**src/source/mem_types_pkg.sv**
```systemverilog
package mem_types_pkg;

    // address and data widths
    typedef logic [31:0]  addr_t;
    typedef logic [255:0] line_t;
    typedef logic [63:0]  beat_t;

    // position of a beat inside a line, lowest beat is 0
    typedef logic [1:0] beat_idx_t;

    // write beat credits held by the bridge
    typedef logic [2:0] credit_t;

    localparam int BEATS_PER_LINE = 4;

    // low address bits cleared for a line-aligned address
    localparam int LINE_OFFSET_BITS = 5;

    // credits granted by memory after reset, equals its write buffer depth
    localparam credit_t WRITE_CREDITS = 3'd2;

endpackage

```
**src/source/bridge_if_pkg.sv**
```systemverilog
package bridge_if_pkg;

    // cache side request, one line at a time
    typedef struct packed {
        logic                 valid;
        logic                 write;
        mem_types_pkg::addr_t addr;
        mem_types_pkg::line_t wdata;
    } line_req_t;

    // one cycle response pulse, rdata only meaningful after a read
    typedef struct packed {
        logic                 valid;
        mem_types_pkg::line_t rdata;
    } line_resp_t;

    // burst command, addr is line aligned
    typedef struct packed {
        logic                 valid;
        logic                 write;
        mem_types_pkg::addr_t addr;
    } mem_cmd_t;

    typedef struct packed {
        logic                 valid;
        mem_types_pkg::beat_t data;
    } mem_wbeat_t;

    typedef struct packed {
        logic                 valid;
        mem_types_pkg::beat_t data;
    } mem_rbeat_t;

    typedef enum logic [2:0] {
        idle,
        rd_cmd,
        rd_beats,
        wr_cmd,
        wr_beats,
        respond
    } ctrl_state_t;

endpackage

```
**src/source/burst_bridge_top.sv**
```systemverilog
module burst_bridge_top (
    input  logic                      clk,
    input  logic                      rst,
    input  bridge_if_pkg::line_req_t  req,
    output logic                      req_ready,
    output bridge_if_pkg::line_resp_t resp,
    output bridge_if_pkg::mem_cmd_t   cmd,
    output bridge_if_pkg::mem_wbeat_t wbeat,
    input  logic                      credit_return,
    input  bridge_if_pkg::mem_rbeat_t rbeat
);
    mem_types_pkg::beat_idx_t beat_idx;
    mem_types_pkg::beat_t     beat_data;
    mem_types_pkg::line_t     rdata;
    logic                     wbeat_valid;
    logic                     credit_avail;
    logic                     line_load;
    logic                     resp_valid;

    burst_ctrl u_ctrl (
        .clk          (clk),
        .rst          (rst),
        .req          (req),
        .req_ready    (req_ready),
        .cmd          (cmd),
        .rbeat_valid  (rbeat.valid),
        .wbeat_valid  (wbeat_valid),
        .credit_avail (credit_avail),
        .beat_idx     (beat_idx),
        .line_load    (line_load),
        .resp_valid   (resp_valid)
    );

    write_credit_counter u_credits (
        .clk           (clk),
        .rst           (rst),
        .spend         (wbeat_valid), // every valid beat is taken by memory
        .credit_return (credit_return),
        .credit_avail  (credit_avail)
    );

    line_assembler u_assembler (
        .clk      (clk),
        .rst      (rst),
        .rbeat    (rbeat),
        .beat_idx (beat_idx),
        .rdata    (rdata)
    );

    line_splitter u_splitter (
        .clk       (clk),
        .rst       (rst),
        .line_load (line_load),
        .wdata     (req.wdata),
        .beat_idx  (beat_idx),
        .beat_data (beat_data)
    );

    assign wbeat.valid = wbeat_valid;
    assign wbeat.data  = beat_data;

    assign resp.valid = resp_valid;
    assign resp.rdata = rdata;

endmodule

```
**src/source/burst_ctrl.sv**
```systemverilog
module burst_ctrl (
    input  logic                      clk,
    input  logic                      rst,
    input  bridge_if_pkg::line_req_t  req,
    output logic                      req_ready,
    output bridge_if_pkg::mem_cmd_t   cmd,
    input  logic                      rbeat_valid,
    output logic                      wbeat_valid,
    input  logic                      credit_avail,
    output mem_types_pkg::beat_idx_t  beat_idx,
    output logic                      line_load,
    output logic                      resp_valid
);
    bridge_if_pkg::ctrl_state_t state;
    bridge_if_pkg::ctrl_state_t state_next;
    mem_types_pkg::addr_t       line_addr;
    logic                       beat_step;
    logic                       last_beat;

    assign req_ready  = (state == bridge_if_pkg::idle);
    assign line_load  = req_ready && req.valid;
    assign resp_valid = (state == bridge_if_pkg::respond);

    // a write beat only goes out while a credit is held
    assign wbeat_valid = (state == bridge_if_pkg::wr_beats) && credit_avail;

    assign beat_step = ((state == bridge_if_pkg::rd_beats) && rbeat_valid) || wbeat_valid;
    assign last_beat = (beat_idx ==
                        mem_types_pkg::beat_idx_t'(mem_types_pkg::BEATS_PER_LINE - 1));

    assign cmd.valid = (state == bridge_if_pkg::rd_cmd) || (state == bridge_if_pkg::wr_cmd);
    assign cmd.write = (state == bridge_if_pkg::wr_cmd);
    assign cmd.addr  = line_addr;

    always_comb begin
        state_next = state;
        case (state)
            bridge_if_pkg::idle: begin
                if (req.valid) begin
                    state_next = req.write ? bridge_if_pkg::wr_cmd : bridge_if_pkg::rd_cmd;
                end
            end
            bridge_if_pkg::rd_cmd:   state_next = bridge_if_pkg::rd_beats;
            bridge_if_pkg::wr_cmd:   state_next = bridge_if_pkg::wr_beats;
            bridge_if_pkg::rd_beats,
            bridge_if_pkg::wr_beats: begin
                if (beat_step && last_beat) begin
                    state_next = bridge_if_pkg::respond;
                end
            end
            bridge_if_pkg::respond:  state_next = bridge_if_pkg::idle;
            default:                 state_next = bridge_if_pkg::idle;
        endcase
    end

    always_ff @(posedge clk) begin
        if (rst) begin
            state    <= bridge_if_pkg::idle;
            beat_idx <= '0;
        end else begin
            state <= state_next;
            if (line_load) begin
                beat_idx <= '0;
            end else if (beat_step) begin
                beat_idx <= beat_idx + 1'b1; // wraps to 0 after last beat
            end
        end
    end

    // line aligned address, held for the command cycle
    always_ff @(posedge clk) begin
        if (line_load) begin
            line_addr <= {req.addr[$bits(mem_types_pkg::addr_t)-1:mem_types_pkg::LINE_OFFSET_BITS],
                          {mem_types_pkg::LINE_OFFSET_BITS{1'b0}}};
        end
    end

endmodule

```
**src/source/line_assembler.sv**
```systemverilog
module line_assembler (
    input  logic                      clk,
    input  logic                      rst,
    input  bridge_if_pkg::mem_rbeat_t rbeat,
    input  mem_types_pkg::beat_idx_t  beat_idx,
    output mem_types_pkg::line_t      rdata
);
    // beat n lands in 64 bit slice n
    always_ff @(posedge clk) begin
        if (rst) begin
            rdata <= '0;
        end else if (rbeat.valid) begin
            rdata[beat_idx*$bits(mem_types_pkg::beat_t) +: $bits(mem_types_pkg::beat_t)]
                <= rbeat.data;
        end
    end

endmodule

```
**src/source/line_splitter.sv**
```systemverilog
module line_splitter (
    input  logic                     clk,
    input  logic                     rst,
    input  logic                     line_load,
    input  mem_types_pkg::line_t     wdata,
    input  mem_types_pkg::beat_idx_t beat_idx,
    output mem_types_pkg::beat_t     beat_data
);
    mem_types_pkg::line_t line_q;

    // held copy, the cache may change its request data after acceptance
    always_ff @(posedge clk) begin
        if (rst) begin
            line_q <= '0;
        end else if (line_load) begin
            line_q <= wdata;
        end
    end

    assign beat_data =
        line_q[beat_idx*$bits(mem_types_pkg::beat_t) +: $bits(mem_types_pkg::beat_t)];

endmodule

```
**src/source/write_credit_counter.sv**
```systemverilog
module write_credit_counter (
    input  logic clk,
    input  logic rst,
    input  logic spend,
    input  logic credit_return,
    output logic credit_avail
);
    mem_types_pkg::credit_t balance;

    always_ff @(posedge clk) begin
        if (rst) begin
            balance <= mem_types_pkg::WRITE_CREDITS;
        end else begin
            case ({spend, credit_return})
                2'b10:   balance <= balance - mem_types_pkg::credit_t'(1);
                2'b01:   balance <= balance + mem_types_pkg::credit_t'(1);
                default: balance <= balance; // both or neither cancel out
            endcase
        end
    end

    assign credit_avail = (balance != '0);

endmodule

```
**config.mk**
```make
export PLATFORM = sky130hd
export DESIGN_NAME = burst_bridge_top
export DESIGN_NICKNAME = d
export VERILOG_FILES = /design/src/source/mem_types_pkg.sv /design/src/source/bridge_if_pkg.sv /design/src/source/burst_bridge_top.sv /design/src/source/burst_ctrl.sv /design/src/source/line_assembler.sv /design/src/source/line_splitter.sv /design/src/source/write_credit_counter.sv
export SDC_FILE = /design/constraint.sdc
export NUM_CORES = 1
export LEC_CHECK = 0
export BUFFER_PORTS_ARGS = -buffer_cell sky130_fd_sc_hd__buf_2
export CAP_MARGIN = 10
export CORE_AREA = 2 2 276 278
export CTS_CLUSTER_SIZE = 20
export DETAILED_ROUTE_END_ITERATION = 6
export DIE_AREA = 0 0 278 280
export PLACE_DENSITY = 0.54
export SLEW_MARGIN = 25
export SYNTH_ARGS = -nofsm -noshare
export SYNTH_HDL_FRONTEND = slang
export SYNTH_SLANG_ARGS = --single-unit
```
**constraint.sdc**
```tcl
create_clock -name clk -period 6.6 [get_ports clk]
set_clock_uncertainty 0.1 [all_clocks]
set_input_delay 0 -clock clk [delete_from_list [all_inputs] [get_ports clk]]
set_output_delay 0 -clock clk [all_outputs]
set_load 0.02 [all_outputs]
```
==> metrics.md <==
| Metric | Value |
|---|---|
| Hold slack | 51.8 ps |
| TritonCTS clock tree | yes |
| # placed instances | 3789 |
| Hold path startpoint | req[282] |
| Highest Clock Rate | 266 MHz |
| Synth cell types | 36 |
| Global-route wire length before repair | 124000 um |
| Die area | 77800 um^2 |
| Hold Crit Depth | 2 |
| I/O pin total | 715 |
| Max-slew violations | 0 |
| Drt drc | 0 |
| Postcts setup bufs | 0 |
| CP top delay family | buffers and inverters |
| Worst vdd ir | 0.000212 V |
| Largest family of logic cells by synthesized area | simple AND/OR/NAND/NOR gates |
| Area of the multi-input gates | 8490 um^2 |
| Worst Setup End Kind | flop |
| RSZ-0062 raised after global routing | false |
| GP Congestion | 0.777 |
| CTS clk-pin slew, worst paths | 60 ps |
| Xor/xnor cell area share of the yosys netlist | 0.000844 |
| Number of H-tree levels | 3 |
| Worst-margin pin slew | 1060 ps |
| R2R setup slack | 2840 ps |
| Outcome | completed |
| Yosys warns | 0 |
| Final #Nets | 3698 |
| Commonest non-fill, non-tap cell in the layout | buf_2 |
| Slowest cell on crit path | or4b_4 |
| CTS Buf Count | 66 |
| R2R cell count | 6 |
| WL per Instance | 18.9 um |
| Post-synthesis area per instance | 9.01 um^2 |
| Critical Path AT | 4190 ps |
| Drt pass-1 iters | 5 |
| Synth Area in Adders | 0.00458 |
| Die span in y | 280 um |
| HP Class | in2reg |
| Final ANT Viol Nets | 0 |
| Maxcap violations | 0 |
| CP max FO | 159 |
| Antenna violations before repair | 7 |
| Vias | 21.0k |
| Post-Synth Simple-Gate Area | 0.179 |
| Core Util, Final | 0.417 |
| CP Buf/Inv Count | 3 |
| Gr usage total | 0.202 |
| Width of the die | 278 um |
| Final setup fails | 0 |
| Clk buf depth | 3 |
| Clk root buf | clkbuf_16 |
| Crit path time final | 3760 ps |
| Post-detail-place hpwl | 49600 um |
| Largest stage delay, worst path | 820 ps |
| Tcrit/Tclk final | 0.570 |
| Pleak | 0.0131 uW |
| R2r endpoint | u_splitter.line_q[11]$_SDFFE_PP0P_ |
| Compound-cell area share of the yosys netlist | 0.150 |
| Required @ worst endpoint | 7030 ps |
| Crit path cell chain | or4b_4 > inv_8 > buf_12 > nand2_1 > a21oi_1 > dlygate4sd3_1 |
| Final hold violations | 0 |
| Worst setup path class | reg2reg |
| Commonest cells after routing, fill and taps aside | buf_2, nand2_1, dfxtp_1 |
| Initial DRC Count | 1353 |
| Final wirelength | 82600 um |
| Seq/Total Area, Yosys | 0.541 |
| Mapped Cells | 2303 |
| Via-per-instance ratio | 4.81 |
| Mux cell area share after synthesis | 0.0710 |
| Sum of negative setup slack | 0 ps |
| Syn-to-layout area delta | 51.1% |
| Sink Count | 547 |
| Remaining Overflow, GRT | 0 |
| Largest net degree at the start of global routing | 180 |
| Layout cell share with drive strength beyond 1 | 0.267 |
| Hold path endpoint | u_ctrl.line_addr[26]$_DFFE_PP_ |
| Number of global-route vias before repair | 21.2k |
| Synthesized area | 20700 um^2 |
| FP Rows | 101 |
| I/O Buffers | 704 |
| Pwr dens | 323 nW/um^2 |
| Reg area | 11200 um^2 |
| Starting Density | 0.276 |
| Post-cts gate resize count | 0 |
| Startpoint types | flop |
| Fill count | 7402 |
| R2r startpoint | u_ctrl.state[2]$_SDFFE_PP0P_ |
| Synthesis-stage register bit count | 547 |
| Area of the core | 75200 um^2 |
| Final cell count without fillers | 4366 |
| Worst skew pair latency | 590 ps |
| Max-Slew Margin vs Limit | 0.294 |
stage by stage:
stage	cell area, um^2	total power [uW]	setup WS (ps)
after floorplan	20800	5620	3980
after global placement	24700	6330	3090
after detailed placement	24700	6350	3070
after CTS	31300	10200	2860
after global routing	31300	10600	2630
final	31400	10100	2840
how the worst max path moves through the flow:
stage	to	start	depth (start not counted)
2_1_floorplan	u_assembler.rdata[235]$_SDFFE_PP0P_	u_ctrl.beat_idx[0]$_SDFFE_PP0P_	10
3_3_place_gp	u_assembler.rdata[123]$_SDFFE_PP0P_	u_ctrl.beat_idx[0]$_SDFFE_PP0P_	6
3_5_place_dp	u_assembler.rdata[122]$_SDFFE_PP0P_	u_ctrl.beat_idx[0]$_SDFFE_PP0P_	6
4_1_cts	u_splitter.line_q[2]$_SDFFE_PP0P_	u_ctrl.state[2]$_SDFFE_PP0P_	6
5_1_grt	u_splitter.line_q[11]$_SDFFE_PP0P_	u_ctrl.state[2]$_SDFFE_PP0P_	6
6_report	u_splitter.line_q[11]$_SDFFE_PP0P_	u_ctrl.state[2]$_SDFFE_PP0P_	6
kinds of logic (layout without fill, tap and decap cells):
| family | Yosys count | after routing |
|---|---|---|
| buf+inv | 228 | 1304 |
| simple gates | 929 | 929 |
| compound gates | 522 | 522 |
| fa+ha+maj | 7 | 7 |
| mux | 67 | 67 |
| flops | 547 | 547 |
| other cells | 1 | 10 |
| xor+xnor | 2 | 2 |
what timing repair did:
action	in CTS	in global routing
hold buffers	454	0
endpoints found under the setup margin	0	0
hold endpoints to repair	546	0
report_power, final:
part	internal [uW]	leakage, uW	switching [uW]
sequential	3750	0.00449	252
combinational	985	0.00754	1590
clock	2060	0.00103	1500
total	6800	0.0131	3340
layout make-up:
type,count,share of cell area
clock inverters,28,0.00862
flip-flops and latches,547,0.358
inverters,7,0.00108
multi-input cells,1532,0.271
diodes,5,0.000399
clock buffers,90,0.0578
repair buffers,1179,0.264
well taps,978,0.0390
cell usage after synthesis:
cell	number	area share
nand2_1	647	0.12
o22a_1	1	0.00042
edfxtp_1	27	0.039
clkinv_2	1	0.00024
buf_4	8	0.0029
or3_1	3	0.00090
nand3_1	131	0.032
or4b_2	1	0.00048
o21ai_0	2	0.00048
nor4bb_1	2	0.00096
a2111oi_0	1	0.00042
fa_1	1	0.00096
mux4_2	64	0.069
dfxtp_1	520	0.50
buf_2	43	0.010
a32oi_1	129	0.054
a21o_1	2	0.00072
a31oi_1	1	0.00030
nor3b_1	2	0.00072
buf_1	13	0.0024
xor2_1	2	0.00084
a21oi_1	386	0.093
mux2i_1	2	0.00096
nor2b_1	1	0.00030
buf_6	23	0.012
conb_1	1	0.00018
nor2_1	132	0.024
ha_1	6	0.0036
inv_1	6	0.0011
nand3b_1	1	0.00036
nor3_1	4	0.00096
and2_1	3	0.00090
mux2_2	1	0.00054
or4b_1	1	0.00048
and3b_1	1	0.00042
clkbuf_1	134	0.024
routing by layer:
layer  part of all wire  up-vias  GRT usage
met2               0.47      809      0.340
li1                   -    10000          -
met3              0.085      140     0.0561
met4              0.033        0     0.0750
met1               0.41    10000      0.245
met5                  0        -          0
sequential cells by signal, indices dropped and copies added (netlist names):
name	cells
u_ctrl.beat_idx	2
u_assembler.rdata	256
u_splitter.line_q	256
u_credits.balance	3
u_ctrl.state	3
u_ctrl.line_addr	27
Power figures use the tool's default switching activity.
